--- src/source/dcachePkg.sv ---
`default_nettype none

// ============================================================================
// Cache geometry and the shared data types
// ============================================================================

package dcachePkg;

	// Number of ways in each set
	localparam int Ways = 4;

	// Width of the set index, giving 16 sets
	localparam int SetBits = 4;

	// Tag is what remains above the set index and the two byte-offset bits
	localparam int TagBits = 32 - SetBits - 2;

	// Byte address from the load/store unit, always word aligned
	typedef logic [31:0] addrT;

	// One data word, which is also one full cache line
	typedef logic [31:0] wordT;

	// Set index taken from address bits just above the byte offset
	typedef logic [SetBits-1:0] setT;

	// Tag kept per way to identify the cached address
	typedef logic [TagBits-1:0] tagT;

	// Way number within a set
	typedef logic [1:0] wayT;

endpackage

`default_nettype wire

--- src/source/cacheIf.sv ---
`timescale 1ns/1ps
`default_nettype none

// Tag lookup and tag fill between the controller and the tag store
interface lookupIf;
	logic lookupValid;
	dcachePkg::setT lookupSet;
	dcachePkg::tagT lookupTag;
	// Result, registered one cycle after lookupValid
	logic hit;
	dcachePkg::wayT hitWay;
	logic fillValid;
	dcachePkg::setT fillSet;
	dcachePkg::tagT fillTag;
	dcachePkg::wayT fillWay;

	modport ctrl (
		output lookupValid, lookupSet, lookupTag,
		output fillValid, fillSet, fillTag, fillWay,
		input hit, hitWay
	);

	modport store (
		input lookupValid, lookupSet, lookupTag,
		input fillValid, fillSet, fillTag, fillWay,
		output hit, hitWay
	);
endinterface

// Word read and word write between the controller and the line store
interface lineIf;
	logic readValid;
	dcachePkg::setT readSet;
	dcachePkg::wayT readWay;
	dcachePkg::wordT readData;
	logic writeValid;
	dcachePkg::setT writeSet;
	dcachePkg::wayT writeWay;
	dcachePkg::wordT writeData;

	modport ctrl (
		output readValid, readSet, readWay,
		output writeValid, writeSet, writeWay, writeData,
		input readData
	);

	modport store (
		input readValid, readSet, readWay,
		input writeValid, writeSet, writeWay, writeData,
		output readData
	);
endinterface

`default_nettype wire

--- src/source/cacheCtrl.sv ---
`timescale 1ns/1ps
`default_nettype none

module cacheCtrl #(
	parameter int MemCredits = 2
) (
	input logic clk,
	input logic rst,
	input logic cpuReq,
	input logic cpuWrite,
	input dcachePkg::addrT cpuAddr,
	input dcachePkg::wordT cpuWdata,
	output logic cpuReady,
	output logic cpuRvalid,
	output dcachePkg::wordT cpuRdata,
	output logic memReqValid,
	output logic memReqWrite,
	output dcachePkg::addrT memReqAddr,
	output dcachePkg::wordT memReqData,
	input logic memCredit,
	input logic memRspValid,
	input dcachePkg::wordT memRspData,
	lookupIf.ctrl lookup,
	lineIf.ctrl line
);

	localparam int CntBits = $clog2(MemCredits + 1);

	typedef enum logic [2:0] {Idle, Lookup, Read, Issue, FillWait, Fill, Respond} stateT;

	stateT state;
	logic [CntBits-1:0] credits;
	logic reqWrite;
	dcachePkg::addrT reqAddr;
	dcachePkg::wordT reqWdata;
	dcachePkg::wordT rspData;
	dcachePkg::setT reqSet;
	dcachePkg::tagT reqTag;
	dcachePkg::wayT pickWay;
	logic issue;

	// Address split for the held request
	assign reqSet = reqAddr[dcachePkg::SetBits+1:2];
	assign reqTag = reqAddr[31:dcachePkg::SetBits+2];

	// A request goes out only while at least one credit is left
	assign issue = (state == Issue) && (credits != '0);

	// ========================================================================
	// Request FSM
	// ========================================================================

	// Lookup drives the tag compare, Read sees its result a cycle later
	always_ff @(posedge clk) begin
		if (rst) begin
			state <= Idle;
		end else begin
			case (state)
				Idle: if (cpuReq) state <= Lookup;
				Lookup: state <= Read;
				Read: state <= (!reqWrite && lookup.hit) ? Respond : Issue;
				Issue: if (issue) state <= reqWrite ? Idle : FillWait;
				FillWait: if (memRspValid) state <= Fill;
				default: state <= Idle;
			endcase
		end
	end

	// Request payload is captured when it is accepted
	always_ff @(posedge clk) begin
		if (cpuReq && cpuReady) begin
			reqWrite <= cpuWrite;
			reqAddr <= cpuAddr;
			reqWdata <= cpuWdata;
		end
		if (state == FillWait && memRspValid) rspData <= memRspData;
	end

	// Credits come back and go out independently, possibly in the same cycle
	always_ff @(posedge clk) begin
		if (rst) begin
			credits <= CntBits'(MemCredits);
		end else if (memCredit && !issue) begin
			credits <= credits + 1'b1;
		end else if (!memCredit && issue) begin
			credits <= credits - 1'b1;
		end
	end

	// Store hits keep their way, fills take the LFSR way
	wayPick picker (
		.clk(clk),
		.rst(rst),
		.storeHit(state == Read && reqWrite && lookup.hit),
		.fill(state == FillWait && memRspValid),
		.hitWay(lookup.hitWay),
		.writeWay(pickWay)
	);

	// ========================================================================
	// Outputs
	// ========================================================================

	assign cpuReady = (state == Idle);
	assign cpuRvalid = (state == Respond) || (state == Fill);
	// Misses answer with the memory word, hits with the line store word
	assign cpuRdata = (state == Fill) ? rspData : line.readData;

	assign memReqValid = issue;
	assign memReqWrite = reqWrite;
	assign memReqAddr = reqAddr;
	assign memReqData = reqWdata;

	assign lookup.lookupValid = (state == Lookup);
	assign lookup.lookupSet = reqSet;
	assign lookup.lookupTag = reqTag;
	assign lookup.fillValid = (state == Fill);
	assign lookup.fillSet = reqSet;
	assign lookup.fillTag = reqTag;
	assign lookup.fillWay = pickWay;

	// Only a load that hit needs the line store read
	assign line.readValid = (state == Read) && !reqWrite && lookup.hit;
	assign line.readSet = reqSet;
	assign line.readWay = lookup.hitWay;
	// A store hit updates its line at the same time as the memory write
	assign line.writeValid = (issue && reqWrite && lookup.hit) || (state == Fill);
	assign line.writeSet = reqSet;
	assign line.writeWay = pickWay;
	assign line.writeData = (state == Fill) ? rspData : reqWdata;

endmodule

`default_nettype wire

--- src/source/dcacheTop.sv ---
`timescale 1ns/1ps
`default_nettype none

module dcacheTop #(
	parameter int MemCredits = 2
) (
	input logic clk,
	input logic rst,
	// Load/store unit side
	input logic cpuReq,
	input logic cpuWrite,
	input dcachePkg::addrT cpuAddr,
	input dcachePkg::wordT cpuWdata,
	output logic cpuReady,
	output logic cpuRvalid,
	output dcachePkg::wordT cpuRdata,
	// Memory side, credit based
	output logic memReqValid,
	output logic memReqWrite,
	output dcachePkg::addrT memReqAddr,
	output dcachePkg::wordT memReqData,
	input logic memCredit,
	input logic memRspValid,
	input dcachePkg::wordT memRspData
);

	// Internal buses between the controller and the two stores
	lookupIf lookupBus ();
	lineIf lineBus ();

	// Tags and valid bits
	tagStore tagArray (
		.clk(clk),
		.rst(rst),
		.lookup(lookupBus.store)
	);

	// Data words, side by side with the tags
	lineStore lineArray (
		.clk(clk),
		.line(lineBus.store)
	);

	// Request sequencing, credit tracking and the response mux
	cacheCtrl #(
		.MemCredits(MemCredits)
	) controller (
		.clk(clk),
		.rst(rst),
		.cpuReq(cpuReq),
		.cpuWrite(cpuWrite),
		.cpuAddr(cpuAddr),
		.cpuWdata(cpuWdata),
		.cpuReady(cpuReady),
		.cpuRvalid(cpuRvalid),
		.cpuRdata(cpuRdata),
		.memReqValid(memReqValid),
		.memReqWrite(memReqWrite),
		.memReqAddr(memReqAddr),
		.memReqData(memReqData),
		.memCredit(memCredit),
		.memRspValid(memRspValid),
		.memRspData(memRspData),
		.lookup(lookupBus.ctrl),
		.line(lineBus.ctrl)
	);

endmodule

`default_nettype wire

--- src/source/lineStore.sv ---
`timescale 1ns/1ps
`default_nettype none

module lineStore (
	input logic clk,
	lineIf.store line
);

	localparam int Sets = 1 << dcachePkg::SetBits;

	// Data word for every way of every set
	// Each line is a single word, so no word select is needed
	dcachePkg::wordT words [Sets][dcachePkg::Ways];

	// ========================================================================
	// Write port
	// ========================================================================

	// Used by a store that hits and by a fill after a load miss
	// The controller picks the way through wayPick in both cases
	always_ff @(posedge clk) begin
		if (line.writeValid) begin
			words[line.writeSet][line.writeWay] <= line.writeData;
		end
	end

	// ========================================================================
	// Read port
	// ========================================================================

	// The read is registered, so data shows up the cycle after readValid
	// A write to the same location in the same cycle is not seen here,
	// the old word comes out
	always_ff @(posedge clk) begin
		if (line.readValid) begin
			line.readData <= words[line.readSet][line.readWay];
		end
	end

endmodule

`default_nettype wire

--- src/source/tagStore.sv ---
`timescale 1ns/1ps
`default_nettype none

module tagStore (
	input logic clk,
	input logic rst,
	lookupIf.store lookup
);

	localparam int Sets = 1 << dcachePkg::SetBits;

	// One valid bit per way, grouped by set
	logic [dcachePkg::Ways-1:0] validBits [Sets];

	// Tag of every way in every set
	dcachePkg::tagT tags [Sets][dcachePkg::Ways];

	// Compare result before it is registered
	logic matchAny;
	dcachePkg::wayT matchWay;

	// ========================================================================
	// Tag compare
	// ========================================================================

	// All four ways of the set are checked in parallel
	// The lowest matching way wins, although a fill never creates two matches
	always_comb begin
		matchAny = 1'b0;
		matchWay = '0;
		for (int w = dcachePkg::Ways - 1; w >= 0; w--) begin
			if (validBits[lookup.lookupSet][w] && tags[lookup.lookupSet][w] == lookup.lookupTag) begin
				matchAny = 1'b1;
				matchWay = dcachePkg::wayT'(w);
			end
		end
	end

	// Hit and hit way hold until the controller starts the next lookup
	always_ff @(posedge clk) begin
		if (rst) begin
			lookup.hit <= 1'b0;
		end else if (lookup.lookupValid) begin
			lookup.hit <= matchAny;
		end
	end

	always_ff @(posedge clk) begin
		if (lookup.lookupValid) begin
			lookup.hitWay <= matchWay;
		end
	end

	// ========================================================================
	// Fill
	// ========================================================================

	// Reset empties the cache by clearing every valid bit
	always_ff @(posedge clk) begin
		if (rst) begin
			for (int s = 0; s < Sets; s++) begin
				validBits[s] <= '0;
			end
		end else if (lookup.fillValid) begin
			validBits[lookup.fillSet][lookup.fillWay] <= 1'b1;
		end
	end

	// The tag lands in the same cycle as its valid bit
	always_ff @(posedge clk) begin
		if (lookup.fillValid) begin
			tags[lookup.fillSet][lookup.fillWay] <= lookup.fillTag;
		end
	end

endmodule

`default_nettype wire

--- src/source/wayPick.sv ---
`timescale 1ns/1ps
`default_nettype none

module wayPick (
	input logic clk,
	input logic rst,
	input logic storeHit,
	input logic fill,
	input dcachePkg::wayT hitWay,
	output dcachePkg::wayT writeWay
);

	// Two-bit Galois LFSR for x^2 + x + 1, period three
	// It never reaches zero, so way 0 only comes from a store hit or reset
	dcachePkg::wayT lfsr;

	always_ff @(posedge clk) begin
		if (rst) begin
			lfsr <= 2'b01;
		end else begin
			lfsr <= (lfsr >> 1) ^ (lfsr[0] ? 2'b11 : 2'b00);
		end
	end

	// The way chosen here is used by the next tag or line write
	// A store hit keeps the way it hit, a fill takes the current LFSR value
	always_ff @(posedge clk) begin
		if (rst) begin
			writeWay <= '0;
		end else if (storeHit) begin
			writeWay <= hitWay;
		end else if (fill) begin
			writeWay <= lfsr;
		end
	end

endmodule

`default_nettype wire

--- config.mk ---
export PLATFORM = sky130hd
export DESIGN_NAME = dcacheTop
export DESIGN_NICKNAME = d
export VERILOG_FILES = /design/src/source/dcachePkg.sv /design/src/source/cacheIf.sv /design/src/source/cacheCtrl.sv /design/src/source/dcacheTop.sv /design/src/source/lineStore.sv /design/src/source/tagStore.sv /design/src/source/wayPick.sv
export SDC_FILE = /design/constraint.sdc
export NUM_CORES = 2
export LEC_CHECK = 0
export BUFFER_PORTS_ARGS = -buffer_cell sky130_fd_sc_hd__buf_2
export CAP_MARGIN = 20
export CORE_ASPECT_RATIO = 1.5
export CORE_MARGIN = 4
export CORE_UTILIZATION = 48
export CTS_CLUSTER_DIAMETER = 80
export CTS_CLUSTER_SIZE = 16
export DETAILED_ROUTE_END_ITERATION = 7
export MAX_ROUTING_LAYER = met4
export PLACE_DENSITY = 0.68
export SYNTH_ARGS = -nofsm -noshare
export SYNTH_HDL_FRONTEND = slang
export SYNTH_SLANG_ARGS = --single-unit
--- constraint.sdc ---
create_clock -name clk -period 6.05 [get_ports clk]
set_clock_uncertainty 0.2 [all_clocks]
set_input_delay 1.21 -clock clk [delete_from_list [all_inputs] [get_ports clk]]
set_output_delay 1.21 -clock clk [all_outputs]
set_load 0.02 [all_outputs]
* After elaboration in Yosys (flattened, before gate mapping)
Memories as Yosys holds them, arrays and structs flattened. A register that Yosys moved wholly into a read port is not among the register bits.
Cells that the tools add are included.
** Word-level totals
- Flip-flop bits (word level) :: 141
- Bits of input ports :: 102
- Output and inout port bits :: 100
- Memories kept :: 3
- RAM bits :: 3776
- Word-level logic and storage cells :: 111
** Operators by class
- Bitwise operators :: 3
- Add/subtract/negate cells :: 2
- Equality and inequality tests :: 13
- Multiplexer cells :: 43
- Reduce and logical (&&, ||, !) cells :: 30
- Magnitude comparators :: 5
** Memory list
- lineArray.words :: words 16, bits a word 128, read ports 1, clocked after memory_dff 1, write ports 1, RTL line lineStore.sv:13 : dcachePkg::wordT words [Sets][dcachePkg::Ways];
- tagArray.tags :: words 16, bits a word 104, read ports 1, clocked after memory_dff 1, write ports 1, RTL line tagStore.sv:16 : dcachePkg::tagT tags [Sets][dcachePkg::Ways];
- tagArray.validBits :: words 16, bits a word 4, read ports 1, clocked after memory_dff 1, write ports 16, RTL line tagStore.sv:13 : logic [dcachePkg::Ways-1:0] validBits [Sets];
** Operator list (count)
- $mux 32 :: 5
- $mux 128 :: 1
- $eq 26x26->1 :: 4
- $mux 104 :: 1
- $bmux 32 s2 :: 1
- $demux 32 s2 :: 1
- $demux 26 s2 :: 1
- $mux 4 :: 7
- $mux 26 :: 1
- $logic_and 1x1->1 :: 18
- $mux 3 :: 5
- $pmux 3 s5 :: 1
- $mux 2 :: 7
- $mux 1 :: 11
- $eq 3x3->1 const B :: 3
- $eq 3x2->1 const B :: 2
- $ge 3x3->1 const B :: 2
- $not 2->3 :: 2
- $reduce_bool 2->1 :: 3
- $ne 2x2->1 const B :: 2
- $reduce_or 4->1 :: 1
- $eq 3x1->1 const B :: 1
- $logic_not 1->1 :: 3
- $logic_not 3->1 :: 1
- other kinds (11) :: 12

* Logic depth before layout (Yosys ltp)
- Depth after elaboration :: 7
- Depth in mapped cells :: 17
- Mapped depth without buffers :: 9

* Cells and area by module
A second synthesis with hierarchy kept.
** Second synthesis, totals
- Cells, all modules :: 6955
- Area total of the unflattened synthesis :: 151459.0 µm²
** Modules (own cells, without submodules)
- lineStore :: sequential area each 62459.9 µm², times used 1, cells each 3380, area each 78596.6 µm²
- tagStore :: sequential area each 51329.2 µm², times used 1, cells each 3277, area each 67968.9 µm²
- cacheCtrl :: sequential area each 3012.9 µm², times used 1, cells each 284, area each 4740.8 µm²
- wayPick :: sequential area each 80.1 µm², times used 1, cells each 14, area each 152.6 µm²

* Worst setup path before layout
OpenSTA, ideal clock, no wires.
- Path type :: input -> register
- Start point :: input port memRspValid
- End point :: register controller.picker.writeWay[0]
- Data required time :: 5.718 ns
- Path buffers :: 0
- Path slack :: 1.381 ns
- Stages on the path :: 5
- Setup time :: 0.132 ns
- Arrival time :: 4.336 ns
- Cell sequence :: nand2b_1 > nor3b_1 > nor2_1 > a22oi_1 > a21oi_1
** On the way
- Cells in the longest elaborated chain, start to end :: 2
** Ends and longest elaborated chain
- start: declaration :: RTL line dcacheTop.sv:23 : input logic memRspValid,
- $logic_and 1x1->1 :: RTL line cacheCtrl.sv:95 : .fill(state == FillWait && memRspValid),
- named net controller.picker.fill :: RTL line wayPick.sv:8 : input logic fill,
- $reduce_bool 2->1 (no source line)
- end signal: assignment :: RTL line wayPick.sv:31 : writeWay <= hitWay;
- end signal: assignment :: RTL line wayPick.sv:33 : writeWay <= lfsr;
- end: declaration :: RTL line wayPick.sv:10 : output dcachePkg::wayT writeWay
The timed path passes the listed nets, and every way through them passes these cells.
A chain may end at the register's enable or synchronous reset.

==> metrics.md <==
| Metric | Value |
|---|---|
| Achievable frequency | 204.6 MHz |
| Drt wl/cell | 34.39 um |
| Top delay family on crit path | simple AND/OR/NAND/NOR gates |
| Max stage delay on crit path | 0.88 ns |
| Period utilization | 80.80% |
| Clock sink total | 3921 |
| R2R Setup Slk | 1.16 ns |
| First-pass GRT wire length | 560.3 mm |
| Worst path cell trace | buf_12 -> mux4_1 -> mux2i_1 -> nor3_1 -> nor4_1 -> and4_1 -> or4b_1 -> or4_4 -> and2_4 -> a311oi_2 |
| EDFF count, synth | 3843 |
| Fin Hold WS | 0.2745 ns |
| Cell area after synthesis | 151400 sq um |
| Worst R2R Path Depth | 10 |
| CTS tree | yes |
| Avg Vias per Cell | 6.344 |
| Ys Warns | 0 |
| Total Neg Setup Slack | 0 ns |
| Mapped Nets | 6851 |
| Synth area leader | edfxtp_1 |
| Hold Path Origin | tagArray.validBits[1][1]$_DFF_P_ |
| Post-route ant nets | 0 |
| Status | finished, final reports clean |
| Area contributors post-synth | edfxtp_1 76%, mux4_2 15%, mux2i_1 1.8% |
| Die Area | 324700 sq um |
| Hold EP | tagArray.validBits[1][1]$_DFF_P_ |
| Fin. Hold Viols | 0 |
| I/O pins | 202 |
| Netlist cell types | 88 |
| Final min period | 4.888 ns |
| Worst Path Buf+Inv | 1 |
| Data required time at the worst endpoint | 6.61 ns |
| Vias | 72.98k |
| Post-synth top area share | 76.21% |
| # Post-CTS Setup Buffers | 0 |
| Pwr per Cell Area | 333.9 nW/um^2 |
| Initial core utilization | 48.22% |
| Number of synthesized register bits | 3921 |
| Residual DRC | 0 |
| GRT Overall Usage | 25.01% |
| Clock latency on the worst-skew pair | 0.87 ns |
| Least-Margin Pin Slew | 1.202 ns |
| Core Region | 314000 sq um |
| Peak supply drop | 0.2490 mV |
| Clk pin slew, worst setup/hold paths | 0.07 ns |
| PortBufs | 201 |
| Nets | 7306 |
| Die W | 466.6 um |
| Final-layout fill cell count | 23.69k |
| Congestion Overflow GR | 0 |
| Critical path startpoint category | flip-flop |
| H-tree depth | 5 |
| RSZ-0062 raised after global routing | no |
| Slowest CP cell | dfxtp_4 |
| Synthesis-to-layout area growth | 10.53% |
| Post-synthesis sequential area ratio | 77.25% |
| Share of cells above drive strength 1 | 28.23% |
| Cell row count | 252 |
| Max Cap Viol | 0 |
| CP endpoint kind | flip-flop |
| Largest net degree at the start of global routing | 165 |
| Hold path depth | 2 |
| Final setup vio count | 0 |
| Clock Tree Buf Depth | 4 |
| Leakage power | 0.05214 uW |
| WS Path Type | reg2reg |
| Post-layout util | 53.29% |
| Crit-path max FO | 58 |
| Crit Reg-Reg Endpoint | tagArray.lookup.hit$_SDFFE_PP0P_ |
| Antenna violations before repair | 14 |
| Router iterations before antenna repair | 6 |
| Slew Viols, Final | 0 |
| Average size of a mapped cell | 22.44 sq um |
| DP HPWL | 228.0 mm |
| WP data arrival | 5.45 ns |
| Total power | 55880 uW |
| CTS Hold Bufs | 0 |
| Hold Path Class | reg2reg |
| Clk root buf | clkbuf_16 |
| DR iter-0 viols | 9778 |
| Slew headroom | 19.84% |
| Die height | 695.9 um |
| Main synth FF type | edfxtp_1 |
| Syn Inst Count | 6748 |
| RePlAce Congestion | 0.8641 |
| CTS buffer count | 288 |
| Synth async-reset ratio | 0% |
| Resize count post-CTS | 0 |
| Vias in the first global route | 74.65k |
| Total wire length | 395.7 mm |
==> how the worst max path moves through the flow <==
stage	slack (ns)	depth (start not counted)	endpoint
after floorplan	1.38	5	controller.picker.writeWay[0]$_SDFFE_PP0P_
after global placement	1.08	10	tagArray.lookup.hit$_SDFFE_PP0P_
after detailed placement	1.16	10	tagArray.lookup.hit$_SDFFE_PP0P_
after CTS	1.15	10	tagArray.lookup.hit$_SDFFE_PP0P_
after global routing	0.97	10	tagArray.lookup.hitWay[1]$_SDFFCE_PP0P_
final	1.16	10	tagArray.lookup.hit$_SDFFE_PP0P_
==> per-layer routing <==
layer | track usage, % | routed length, um | share of wire, % | vias to the layer above
met1 | 31.49 | 140400 | 35 | 39100
met3 | 3.434 | 33910 | 8.6 | 773
met5 | - | 0 | 0 | -
met2 | 41.94 | 204500 | 52 | 4068
met4 | 8.927 | 16800 | 4.2 | 0
li1 | - | - | - | 29050
==> cells in the final DEF (no fill, tap or decap), types with 21 or more instances in the layout <==
cell type,instances
o22ai_1,45
nor2_1,137
nand2_1,248
buf_4,293
buf_12,31
xnor2_1,96
a22oi_1,61
nand4_1,21
nor2b_1,21
clkbuf_1,81
a21oi_1,30
dfxtp_1,74
nor2_4,128
buf_2,201
mux4_2,978
clkbuf_16,294
nor3_1,21
mux2_2,65
o21ai_0,25
xor2_1,33
mux2i_1,275
edfxtp_1,3843
a221oi_1,31
nand3_1,28
==> area by class of cell <==
cell class                 count  area, sq um  share of cell area (%)
sequential                  3921       117000                   69.90
clock inverter                16        191.4                  0.1144
tap                         4191         5244                   3.133
antenna                        9        22.52                 0.01346
timing repair buffer         528         3896                   2.328
multi-input combinational   2448        33290                   19.89
clock buffer                 375         7661                   4.578
inverter                      16        70.07                 0.04187
==> power breakdown <==
| group | switching (uW) | internal (uW) |
|---|---|---|
| clock network | 8850 | 8880 |
| registers | 221 | 30300 |
| logic | 4370 | 3220 |
| total | 13400 | 42400 |
==> Yosys cell counts (31+ instances only) <==
cell      count
edfxtp_1   3843
mux4_2      978
mux2i_1     275
nor2_1      266
nand2_1     248
clkbuf_1    121
buf_2       120
xnor2_1      96
dfxtp_1      78
mux2_2       65
a22oi_1      61
o22ai_1      45
buf_1        43
buf_6        34
xor2_1       33
a221oi_1     31
==> flip-flops by register name (all words and copies together) (netlist names), 3 cells and up, named ones only <==
name / flops
lineArray.words: 2048
tagArray.tags: 1664
tagArray.validBits: 64
controller.memReqAddr: 32
controller.memReqData: 32
controller.rspData: 32
lineArray.line.readData: 32
controller.state: 3
==> worst min-delay path, delay by kind of cell (launching register included) <==
kind | cells | cell delay [ns]
flip-flops | 1 | 0.33
AND/OR/NAND/NOR | 2 | 0.12
==> kinds of logic (layout without fill, tap and decap cells) <==
logic type | after synthesis | after routing | synth area share [%]
AO/OA/AOI/OAI | 303 | 303 | 1.495
XOR/XNOR | 129 | 129 | 0.7462
adder cells (fa/ha/maj) | 1 | 1 | 0.008262
buffers and inverters | 379 | 935 | 1.426
flip-flops | 3921 | 3921 | 77.25
multiplexers | 1335 | 1335 | 17.13
other | 0 | 9 | 0
AND/OR/NAND/NOR | 680 | 680 | 1.950
==> per-stage QoR <==
stage          setup slack [ns]  instance area (sq um)  cells
3_5_place_dp              1.162                 159500  11100
3_3_place_gp              1.083                 159400  11100
6_report                  1.162                 167400  11500
5_1_grt                  0.9722                 167300  11500
2_1_floorplan             1.381                 151400   6748
4_1_cts                   1.146                 167300  11490
Note: power is estimated with default switching activity, not from simulation.
